## config.mk

```make
export PLATFORM = sky130hd
export DESIGN_NAME = chip8_top
export DESIGN_NICKNAME = d
export VERILOG_FILES = /design/src/source/chip8_pkg.sv /design/src/source/chip8_core.sv /design/src/source/chip8_top.sv /design/src/source/countdown_timer.sv /design/src/source/key_input.sv /design/src/source/opcode_decoder.sv /design/src/source/store_sequencer.sv
export SDC_FILE = /design/constraint.sdc
export NUM_CORES = 2
export LEC_CHECK = 0
export BUFFER_PORTS_ARGS = -buffer_cell sky130_fd_sc_hd__buf_2
export CAP_MARGIN = 0
export CORE_MARGIN = 2
export CORE_UTILIZATION = 43
export DETAILED_ROUTE_END_ITERATION = 6
export PLACE_DENSITY = 0.58
export SYNTH_ARGS = -nofsm -noshare
export SYNTH_HDL_FRONTEND = slang
export SYNTH_SLANG_ARGS = --single-unit
```

## constraint.sdc

```tcl
create_clock -name Chip8CLK -period 14.3 [get_ports Chip8CLK]
set_clock_uncertainty 0.1 [all_clocks]
set_input_delay 2.86 -clock Chip8CLK [delete_from_list [all_inputs] [get_ports Chip8CLK]]
set_output_delay 2.86 -clock Chip8CLK [all_outputs]
set_load 0.01 [all_outputs]
```

## src/source/chip8_pkg.sv

```systemverilog
package chip8_pkg;

    // machine geometry
    localparam int ADDR_W      = 12;
    localparam int DATA_W      = 8;
    localparam int NUM_REGS    = 16;
    localparam int REG_IDX_W   = $clog2(NUM_REGS);
    localparam int VF_INDEX    = 15;
    localparam int STACK_DEPTH = 16;
    localparam int KEYS        = 16;
    localparam int KEY_W       = $clog2(KEYS);

    // programs are loaded at 0x200
    localparam logic [ADDR_W-1:0] PC_RESET = 12'h200;
    localparam int INSTR_BYTES = 2;
    localparam int FONT_STRIDE = 5;

    // instruction groups after decode
    typedef enum logic [3:0] {
        OP_SYS,
        OP_JP,
        OP_CALL,
        OP_SE_IMM,
        OP_SNE_IMM,
        OP_SE_REG,
        OP_LD_IMM,
        OP_ADD_IMM,
        OP_ALU,
        OP_SNE_REG,
        OP_LD_I,
        OP_JP_V0,
        OP_KEY_SKIP,
        OP_MISC,
        OP_ILLEGAL
    } op_class_e;

    typedef enum logic {
        ST_BCD,
        ST_DUMP
    } store_kind_e;

    typedef struct packed {
        op_class_e             cls;
        logic [REG_IDX_W-1:0]  x;
        logic [REG_IDX_W-1:0]  y;
        logic [3:0]            nibble;
        logic [DATA_W-1:0]     kk;
        logic [ADDR_W-1:0]     nnn;
    } op_fields_t;

    typedef struct packed {
        logic             pressed;
        logic [KEY_W-1:0] code;
    } key_state_t;

    // count holds the index of the last byte, not the byte total
    typedef struct packed {
        logic                             valid;
        store_kind_e                      kind;
        logic [ADDR_W-1:0]                base;
        logic [REG_IDX_W-1:0]             count;
        logic [NUM_REGS-1:0][DATA_W-1:0]  payload;
    } store_req_t;

    typedef struct packed {
        logic              valid;
        logic [ADDR_W-1:0] addr;
        logic [DATA_W-1:0] data;
    } mem_wr_t;

endpackage

```

## src/source/chip8_core.sv

```systemverilog
`timescale 1ns/1ns

module chip8_core (
    input  logic                            Chip8CLK,
    input  logic                            i_rst_n,
    input  chip8_pkg::op_fields_t           i_fields,
    input  chip8_pkg::key_state_t           i_key,
    input  logic [chip8_pkg::DATA_W-1:0]    i_delay,
    input  logic                            i_store_busy,
    output logic [chip8_pkg::ADDR_W-1:0]    o_pc,
    output logic                            o_delay_load,
    output logic                            o_sound_load,
    output logic [chip8_pkg::DATA_W-1:0]    o_load_value,
    output chip8_pkg::store_req_t           o_store,
    output logic                            o_err
);
    import chip8_pkg::*;

    logic [NUM_REGS-1:0][DATA_W-1:0]    v;
    logic [ADDR_W-1:0]                  stack [STACK_DEPTH];
    logic [$clog2(STACK_DEPTH)-1:0]     sp;
    logic [ADDR_W-1:0]                  pc;
    logic [ADDR_W-1:0]                  index_reg;
    logic                               err;

    logic [DATA_W-1:0]  vx;
    logic [DATA_W-1:0]  vy;
    logic [DATA_W:0]    sum;
    logic [DATA_W:0]    diff_xy;
    logic [DATA_W:0]    diff_yx;
    logic [ADDR_W-1:0]  pc_next;
    logic [ADDR_W-1:0]  pc_skip;
    logic               exec;
    logic               is_misc;
    logic               key_match;
    logic               skip;

    assign vx = v[i_fields.x];
    assign vy = v[i_fields.y];

    // extra bit carries the carry, or the borrow when set
    assign sum     = {1'b0, vx} + {1'b0, vy};
    assign diff_xy = {1'b0, vx} - {1'b0, vy};
    assign diff_yx = {1'b0, vy} - {1'b0, vx};

    assign pc_next = pc + ADDR_W'(INSTR_BYTES);
    assign pc_skip = pc + ADDR_W'(2 * INSTR_BYTES);

    // hold off while a store burst is still going
    assign exec      = !i_store_busy;
    assign is_misc   = (i_fields.cls == OP_MISC);
    assign key_match = i_key.pressed && (DATA_W'(i_key.code) == vx);

    always_comb begin
        case (i_fields.cls)
            OP_SE_IMM:   skip = (vx == i_fields.kk);
            OP_SNE_IMM:  skip = (vx != i_fields.kk);
            OP_SE_REG:   skip = (vx == vy);
            OP_SNE_REG:  skip = (vx != vy);
            OP_KEY_SKIP: skip = (i_fields.kk == 8'h9E) ? key_match : !key_match;
            default:     skip = 1'b0;
        endcase
    end

    // timer loads and store requests leave in the execute cycle
    assign o_delay_load = exec && is_misc && (i_fields.kk == 8'h15);
    assign o_sound_load = exec && is_misc && (i_fields.kk == 8'h18);
    assign o_load_value = vx;

    always_comb begin
        o_store       = '0;
        o_store.valid = exec && is_misc && (i_fields.kk == 8'h33 || i_fields.kk == 8'h55);
        o_store.base  = index_reg;
        if (i_fields.kk == 8'h55) begin
            o_store.kind    = ST_DUMP;
            o_store.count   = i_fields.x;
            o_store.payload = v;
        end else begin
            // BCD needs three bytes, the sequencer splits the digits
            o_store.kind       = ST_BCD;
            o_store.count      = REG_IDX_W'(2);
            o_store.payload[0] = vx;
        end
    end

    // return addresses
    always_ff @(posedge Chip8CLK) begin
        if (exec && i_fields.cls == OP_CALL) begin
            stack[sp] <= pc_next;
        end
    end

    always_ff @(posedge Chip8CLK) begin
        if (!i_rst_n) begin
            pc        <= PC_RESET;
            sp        <= '0;
            index_reg <= '0;
            v         <= '0;
            err       <= 1'b0;
        end else if (exec) begin
            pc <= pc_next;
            case (i_fields.cls)
                OP_SYS: begin
                    pc <= stack[sp - 1'b1];
                    sp <= sp - 1'b1;
                end
                OP_JP:   pc <= i_fields.nnn;
                OP_CALL: begin
                    sp <= sp + 1'b1;
                    pc <= i_fields.nnn;
                end
                OP_SE_IMM, OP_SNE_IMM, OP_SE_REG, OP_SNE_REG, OP_KEY_SKIP: begin
                    if (skip) pc <= pc_skip;
                end
                OP_LD_IMM:  v[i_fields.x] <= i_fields.kk;
                OP_ADD_IMM: v[i_fields.x] <= vx + i_fields.kk;
                OP_ALU: begin
                    // VF written last so it wins when x is F
                    case (i_fields.nibble)
                        4'h0: v[i_fields.x] <= vy;
                        4'h1: v[i_fields.x] <= vx | vy;
                        4'h2: v[i_fields.x] <= vx & vy;
                        4'h3: v[i_fields.x] <= vx ^ vy;
                        4'h4: begin
                            v[i_fields.x] <= sum[DATA_W-1:0];
                            v[VF_INDEX]   <= DATA_W'(sum[DATA_W]);
                        end
                        4'h5: begin
                            v[i_fields.x] <= diff_xy[DATA_W-1:0];
                            v[VF_INDEX]   <= DATA_W'(!diff_xy[DATA_W]);
                        end
                        4'h6: begin
                            v[i_fields.x] <= vy >> 1;
                            v[VF_INDEX]   <= DATA_W'(vy[0]);
                        end
                        4'h7: begin
                            v[i_fields.x] <= diff_yx[DATA_W-1:0];
                            v[VF_INDEX]   <= DATA_W'(!diff_yx[DATA_W]);
                        end
                        4'hE: begin
                            v[i_fields.x] <= vy << 1;
                            v[VF_INDEX]   <= DATA_W'(vy[DATA_W-1]);
                        end
                        default: err <= 1'b1;
                    endcase
                end
                OP_LD_I:  index_reg <= i_fields.nnn;
                OP_JP_V0: pc <= i_fields.nnn + ADDR_W'(v[0]);
                OP_MISC: begin
                    case (i_fields.kk)
                        8'h07: v[i_fields.x] <= i_delay;
                        8'h0A: begin
                            // stay on this opcode until a key shows up
                            if (i_key.pressed) begin
                                v[i_fields.x] <= DATA_W'(i_key.code);
                            end else begin
                                pc <= pc;
                            end
                        end
                        8'h1E: index_reg <= index_reg + ADDR_W'(vx);
                        8'h29: index_reg <= ADDR_W'(vx[KEY_W-1:0] * FONT_STRIDE);
                        8'h55: index_reg <= index_reg + ADDR_W'(i_fields.x) + 1'b1;
                        default: ;
                    endcase
                end
                default: err <= 1'b1;
            endcase
        end
    end

    assign o_pc  = pc;
    assign o_err = err;

endmodule

```

## src/source/chip8_top.sv

```systemverilog
`timescale 1ns/1ns

module chip8_top (
    input  logic                            Chip8CLK,
    input  logic                            i_rst_n,
    input  logic [15:0]                     i_opcode,
    input  logic [chip8_pkg::KEYS-1:0]      i_keys,
    input  logic                            i_tick,
    output logic [chip8_pkg::ADDR_W-1:0]    o_pc,
    output chip8_pkg::mem_wr_t              o_mem_wr,
    output logic                            o_sound,
    output logic                            o_err
);
    import chip8_pkg::*;

    key_state_t         key;
    op_fields_t         fields;
    store_req_t         store_req;
    logic               store_busy;
    logic               delay_load;
    logic               sound_load;
    logic [DATA_W-1:0]  load_value;
    logic [DATA_W-1:0]  delay_value;
    logic [DATA_W-1:0]  sound_value;

    key_input u_key_input (
        .Chip8CLK (Chip8CLK),
        .i_rst_n  (i_rst_n),
        .i_keys   (i_keys),
        .o_key    (key)
    );

    opcode_decoder u_decoder (
        .i_opcode (i_opcode),
        .o_fields (fields)
    );

    chip8_core u_core (
        .Chip8CLK     (Chip8CLK),
        .i_rst_n      (i_rst_n),
        .i_fields     (fields),
        .i_key        (key),
        .i_delay      (delay_value),
        .i_store_busy (store_busy),
        .o_pc         (o_pc),
        .o_delay_load (delay_load),
        .o_sound_load (sound_load),
        .o_load_value (load_value),
        .o_store      (store_req),
        .o_err        (o_err)
    );

    countdown_timer u_delay_timer (
        .Chip8CLK (Chip8CLK),
        .i_rst_n  (i_rst_n),
        .i_tick   (i_tick),
        .i_load   (delay_load),
        .i_value  (load_value),
        .o_value  (delay_value)
    );

    countdown_timer u_sound_timer (
        .Chip8CLK (Chip8CLK),
        .i_rst_n  (i_rst_n),
        .i_tick   (i_tick),
        .i_load   (sound_load),
        .i_value  (load_value),
        .o_value  (sound_value)
    );

    store_sequencer u_store (
        .Chip8CLK (Chip8CLK),
        .i_rst_n  (i_rst_n),
        .i_req    (store_req),
        .o_busy   (store_busy),
        .o_mem_wr (o_mem_wr)
    );

    // tone plays while the sound timer runs
    assign o_sound = |sound_value;

endmodule

```

## src/source/countdown_timer.sv

```systemverilog
`timescale 1ns/1ns

module countdown_timer (
    input  logic                            Chip8CLK,
    input  logic                            i_rst_n,
    input  logic                            i_tick,
    input  logic                            i_load,
    input  logic [chip8_pkg::DATA_W-1:0]    i_value,
    output logic [chip8_pkg::DATA_W-1:0]    o_value
);
    import chip8_pkg::*;

    logic [DATA_W-1:0] count;

    // a load beats a tick in the same cycle
    always_ff @(posedge Chip8CLK) begin
        if (!i_rst_n) begin
            count <= '0;
        end else if (i_load) begin
            count <= i_value;
        end else if (i_tick && count != '0) begin
            count <= count - 1'b1;
        end
    end

    assign o_value = count;

endmodule

```

## src/source/key_input.sv

```systemverilog
`timescale 1ns/1ns

module key_input (
    input  logic                        Chip8CLK,
    input  logic                        i_rst_n,
    input  logic [chip8_pkg::KEYS-1:0]  i_keys,
    output chip8_pkg::key_state_t       o_key
);
    import chip8_pkg::*;

    logic [KEYS-1:0] sync_1;
    logic [KEYS-1:0] sync_2;

    // two flops, keys come from switches
    always_ff @(posedge Chip8CLK) begin
        if (!i_rst_n) begin
            sync_1 <= '0;
            sync_2 <= '0;
        end else begin
            sync_1 <= i_keys;
            sync_2 <= sync_1;
        end
    end

    // lowest index wins when several keys are held
    always_comb begin
        o_key.pressed = |sync_2;
        o_key.code    = '0;
        for (int k = KEYS - 1; k >= 0; k--) begin
            if (sync_2[k]) begin
                o_key.code = KEY_W'(k);
            end
        end
    end

endmodule

```

## src/source/opcode_decoder.sv

```systemverilog
`timescale 1ns/1ns

module opcode_decoder (
    input  logic [15:0]             i_opcode,
    output chip8_pkg::op_fields_t   o_fields
);
    import chip8_pkg::*;

    logic [3:0] leader;

    assign leader = i_opcode[15:12];

    always_comb begin
        o_fields.x      = i_opcode[11:8];
        o_fields.y      = i_opcode[7:4];
        o_fields.nibble = i_opcode[3:0];
        o_fields.kk     = i_opcode[7:0];
        o_fields.nnn    = i_opcode[11:0];
        o_fields.cls    = OP_ILLEGAL;

        case (leader)
            4'h0: begin
                // only the return is kept, 00E0 has no screen to clear
                if (i_opcode == 16'h00EE) o_fields.cls = OP_SYS;
            end
            4'h1: o_fields.cls = OP_JP;
            4'h2: o_fields.cls = OP_CALL;
            4'h3: o_fields.cls = OP_SE_IMM;
            4'h4: o_fields.cls = OP_SNE_IMM;
            4'h5: begin
                if (i_opcode[3:0] == 4'h0) o_fields.cls = OP_SE_REG;
            end
            4'h6: o_fields.cls = OP_LD_IMM;
            4'h7: o_fields.cls = OP_ADD_IMM;
            4'h8: begin
                if (i_opcode[3] == 1'b0 || i_opcode[3:0] == 4'hE) o_fields.cls = OP_ALU;
            end
            4'h9: begin
                if (i_opcode[3:0] == 4'h0) o_fields.cls = OP_SNE_REG;
            end
            4'hA: o_fields.cls = OP_LD_I;
            4'hB: o_fields.cls = OP_JP_V0;
            4'hE: begin
                if (i_opcode[7:0] == 8'h9E || i_opcode[7:0] == 8'hA1) begin
                    o_fields.cls = OP_KEY_SKIP;
                end
            end
            4'hF: begin
                case (i_opcode[7:0])
                    8'h07, 8'h0A, 8'h15, 8'h18,
                    8'h1E, 8'h29, 8'h33, 8'h55: o_fields.cls = OP_MISC;
                    default: o_fields.cls = OP_ILLEGAL;
                endcase
            end
            // CXNN and DXYN fall through to illegal
            default: o_fields.cls = OP_ILLEGAL;
        endcase
    end

endmodule

```

## src/source/store_sequencer.sv

```systemverilog
`timescale 1ns/1ns

module store_sequencer (
    input  logic                    Chip8CLK,
    input  logic                    i_rst_n,
    input  chip8_pkg::store_req_t   i_req,
    output logic                    o_busy,
    output chip8_pkg::mem_wr_t      o_mem_wr
);
    import chip8_pkg::*;

    logic                               active;
    logic [REG_IDX_W-1:0]               idx;
    logic [REG_IDX_W-1:0]               last;
    logic [ADDR_W-1:0]                  wr_addr;
    logic [NUM_REGS-1:0][DATA_W-1:0]    bytes_q;
    logic [NUM_REGS-1:0][DATA_W-1:0]    bcd;
    logic [DATA_W-1:0]                  value;

    assign value = i_req.payload[0];

    // hundreds, tens, units in the first three slots
    always_comb begin
        bcd    = '0;
        bcd[0] = value / 8'd100;
        bcd[1] = (value % 8'd100) / 8'd10;
        bcd[2] = value % 8'd10;
    end

    always_ff @(posedge Chip8CLK) begin
        if (!i_rst_n) begin
            active <= 1'b0;
            idx    <= '0;
        end else if (i_req.valid) begin
            active <= 1'b1;
            idx    <= '0;
        end else if (active) begin
            if (idx == last) begin
                active <= 1'b0;
            end else begin
                idx <= idx + 1'b1;
            end
        end
    end

    // burst data and address
    always_ff @(posedge Chip8CLK) begin
        if (i_req.valid) begin
            last    <= i_req.count;
            wr_addr <= i_req.base;
            bytes_q <= (i_req.kind == ST_DUMP) ? i_req.payload : bcd;
        end else if (active) begin
            wr_addr <= wr_addr + 1'b1;
        end
    end

    assign o_busy         = active;
    assign o_mem_wr.valid = active;
    assign o_mem_wr.addr  = wr_addr;
    assign o_mem_wr.data  = bytes_q[idx];

endmodule

```

==> results.md <==
Critical path:
- The kind of cell with the highest combined delay along the critical path is compound AO/OA/AOI/OAI gates.
- The critical path in this run is classified as input port to flip-flop.
- The number of buffers and inverters on the critical path is 4.
- Traced cell by cell, the critical path runs through buf_4, buf_4, mux4_1, mux2_2, a221oi_4, inv_2, a21o_1, clkinv_1, ha_1, nor2b_1, a21oi_1, mux2i_1, nor3_1, o32a_1, nand2_1, a21oi_1, a21oi_1, ha_1, mux2_1, a21oi_1.
- The type of origin of the critical path is an input port.
- STA classifies the critical path endpoint as a flip-flop.
- Tracing the worst setup path back leads to its startpoint at i_opcode[10].
- On the critical path, the stage with the largest delay is an instance of a221oi_4.
- The cell that appears most often on the critical path is a21oi_1.
- The required time of the critical path is 14.74 ns.
- The critical path runs through a total of 20 cells.
- The highest cell delay on the worst timing path is 0.81 ns.
- Data on the critical path arrives at its endpoint at 9.35 ns.
- Of all nets on the critical path, the largest fanout is 40.
- The register-to-register setup slack is 7.84 ns.
- The beginning of the worst register-to-register path is u_core.v[0]$_SDFFE_PN0P_.
- The worst register-to-register path has a depth of 18.
- The critical path endpoint is u_store.bytes_q[18]$_DFFE_PP_.
- The endpoint identified for the worst register-to-register timing path is u_core.v[86]$_SDFFE_PN0P_.

Yosys:
- The cell taking the most area after synthesis is edfxtp_1.
- The post-synthesis average cell area is 9.006 µm².
- After synthesis, the most frequently instantiated cells are 662 x o21ai_0, 378 x nor2_1, 358 x a21oi_1, 355 x clkbuf_1, 336 x edfxtp_1.
- The share of synthesized area occupied by flip-flops and latches is 37.86%.
- The count of state elements after synthesis is ~550.
- The count of mapped cells out of synthesis is 4,192.
- The proportion of netlist area held by the largest area contributor is between 20% and 30%.
- The share of flip-flops with an asynchronous set or reset after synthesis is 0%.
- The dominant cell by count in the synthesized netlist is o21ai_0.
- Yosys printed 0 warnings.
- Among all flip-flop cells after synthesis, the most frequent one is edfxtp_1.
- The post-synth design cell area is 0.03775 mm².
- The number of enable-type register cells in the synthesized netlist is 336.
- The count of unique library cells instantiated by Yosys is between 90 and 100.
- Yosys attributes the largest share of cell area to edfxtp_1 27%, dfxtp_1 11%, mux4_2 10%.
- Synthesis produced a netlist with a net count of 4,319.

Drt:
- The violation count after the first detailed-routing iteration is 6,080.
- The total via count in the routed design is about 37,000.
- The average vias per placed instance is slightly below 7.
- The iteration count of the initial detailed-routing pass is 7.
- The remaining design rule violation count is 1.
- The final wirelength is around 170 mm.
- The final antenna-violating net count is 0.
- The wire length per cell after detailed routing is 32.06 µm.

Clock network:
- TritonCTS built the clock tree.
- The latest clock arrival within the worst-skew pair is 0.69 ns.
- The count of clock tree sinks is 546.
- The buffer cell driving the clock tree root is clkbuf_16.
- After clock tree synthesis, the flow added hold-fix buffers numbering 0.
- The clock slew seen by the registers of the worst setup and hold paths is 0.06 ns.
- The longest clock path from root to sink contains 3 buffers.
- Post-CTS repair changed the size of 0 cells.
- The setup fix buffers added after clock tree synthesis is 0.
- The maximum level of the CTS H-tree is 3.
- The number of buffers added by the clock tree synthesis step is 67.

Floorplanning:
- The floorplan step set the die width to 300.3 µm.
- The core area is 0.08689 mm².
- The die covers 0.09018 mm².
- The die is 300.3 µm tall.
- The floorplan has 108 rows.
- The effective utilization at floorplan is 43.45%.
- 70 I/O pins were placed.

Place:
- The HPWL after detailed placement is 114.7 mm.
- Prior to clock tree synthesis, the placed netlist has a worst setup slack of 4.859 ns.
- The count of buffers inserted at the top-level ports is 69.
- Routability-driven placement finished with a final weighted congestion of ~1.0.

Global routing:
- The all-layer global routing usage is 36.52%.
- Entering global routing, the biggest net connects between 150 and 200 pins.
- The number of antenna violations at the first check in global routing is 10.
- The first-pass GRT wire length is 241.7 mm.
- The number of global-route vias before repair is about 33,000.
- After global routing the overflow that remains totals 0.

Timing:
- The minimum setup slack in the final design is roughly 5.4 ns.
- Setup repair after global routing left no endpoint under its margin.
- The final setup violation count is 0.
- The smallest clock period supported by the final layout is computed as 8.912 ns.
- The number of max-slew violations in the final report is 0.
- In the finished design, the share of the clock period the worst path needs comes to 62.32%.
- The hold slack is 0.3284 ns.
- The setup TNS is 0 ns.
- In this run the tightest slew margin relative to its limit is 11.94%.
- The upper clock frequency limit is 112.2 MHz.
- At the pin with the least slew margin, the transition time is 1.318 ns.
- The total count of hold-check failures in the final report is 0.

Power:
- The share of total power dissipated in the clock network is 39.1%.
- The sequential fraction of design power is 41.1%.
- The net load switching power is 1.364 mW.
- For this design the ratio of total power to cell area is roughly 100 mW/mm².
- The worst-case IR drop observed on VDD is 0.0001135 V.
- The internal power is 2.912 mW.
- Net switching is between 30% and 40% of the power.
- The share of power burned in combinational logic is 19.8%.
- Summed over all cells, the static leakage comes to approximately 14 nW.

Final layout:
- The area added between synthesis and finish is 9.373%.
- The register with the most flip-flops in the layout has 192 of them.
- The total area of sequential cells is roughly 0.014 mm².
- The share of cells above drive strength 1 is between 10% and 20%.
- In the final layout, the registers with the most flip-flops are u_core.stack: 192 flops, u_core.v: 128 flops, u_store.bytes_q: 128 flops.
- More flip-flops sit in one register than any other, and that register is u_core.stack.
- The number of inserted filler cells in the final layout is ~8,200.
- The core occupancy in the finished layout is between 40% and 50%.
- In the final design database the tool counted 4,180 nets.
- Summing all multi-input logic gate instances after layout gives 0.02177 mm².

Min path:
- The class of the worst hold path is flip-flop to flip-flop.
- The startpoint of the worst hold path is u_key_input.sync_1[1]$_SDFF_PN0_.

Outcome:
- The flow ran to the end, but the final reports show violations.
- The checks that failed: design-rule violations.

Run:
- Max-cap violations in this run came to 0.
## power by group through the flow
| stage | Sequential (mW) | Combinational, mW | Clock, mW |
|---|---|---|---|
| floorplan | 1.77 | 0.534 | 0 |
| global placement | 1.79 | 0.807 | 0 |
| detailed placement | 1.79 | 0.806 | 0 |
| CTS | 1.75 | 0.809 | 1.69 |
| global route | 1.76 | 0.888 | 1.75 |
| finish | 1.76 | 0.846 | 1.67 |
## kinds of logic (layout without fill, tap and decap cells)
logic type	count (synthesis)	after routing	synth area share, %
buf+inv	484	398	5.005
compound gates	1549	1549	24.68
flops	546	546	37.86
other cells	0	4	0
mux	208	208	11.35
fa+ha+maj	94	94	3.261
simple gates	1218	1218	15.68
xor+xnor	93	93	2.158
## worst min path at each step
stage | endpoint | depth (start not counted)
after detailed placement | u_key_input.sync_2[3]$_SDFF_PN0_ | 1
after floorplan | u_key_input.sync_2[0]$_SDFF_PN0_ | 1
final | u_key_input.sync_2[1]$_SDFF_PN0_ | 1
after CTS | u_key_input.sync_2[1]$_SDFF_PN0_ | 1
after global placement | u_key_input.sync_2[1]$_SDFF_PN0_ | 1
after global routing | u_key_input.sync_2[12]$_SDFF_PN0_ | 1
## cells in the final DEF (no fill, tap or decap), types with 65 or more instances in the layout
| cell type | synthesis | final |
|---|---|---|
| a21oi_1 | 358 | 357 |
| and2_1 | 157 | 156 |
| buf_2 | 12 | 66 |
| buf_4 | 4 | 137 |
| clkbuf_16 | 0 | 68 |
| dfxtp_1 | 210 | 207 |
| edfxtp_1 | 336 | 336 |
| ha_1 | 84 | 83 |
| inv_1 | 65 | 65 |
| mux4_2 | 169 | 169 |
| nand2_1 | 244 | 243 |
| nand3_1 | 99 | 99 |
| nor2_1 | 378 | 367 |
| nor3_1 | 97 | 87 |
| o21ai_0 | 662 | 660 |
| o22ai_1 | 74 | 74 |
## stage by stage
stage	power [mW]	cell area, µm²	std cells
after floorplan	2.300	37750	4192
after global placement	2.594	39170	5139
after detailed placement	2.594	39170	5139
after CTS	4.254	41280	5261
after global routing	4.403	41280	5261
final	4.276	41290	5265
## cell type report
cell class	instances	area share [%]
diodes	4	0.02424
clock buffers	89	4.361
clock inverters	33	0.7576
inverters	72	0.6576
multi-input cells	3162	52.73
flip-flops and latches	546	34.63
well taps	1155	3.500
repair buffers	204	3.339
## routing by layer
layer  wire length [µm]  track usage (%)  share of wire, %  vias up
met4              11060            18.83               6.6       14
met1              64730            48.12                38    17700
met2              69550            51.78                41     2642
li1                   -                -                 -    15630
met3              23350            14.21                14      571
met5                 82                0             0.049        -
Note: power is estimated with default switching activity, not from simulation.
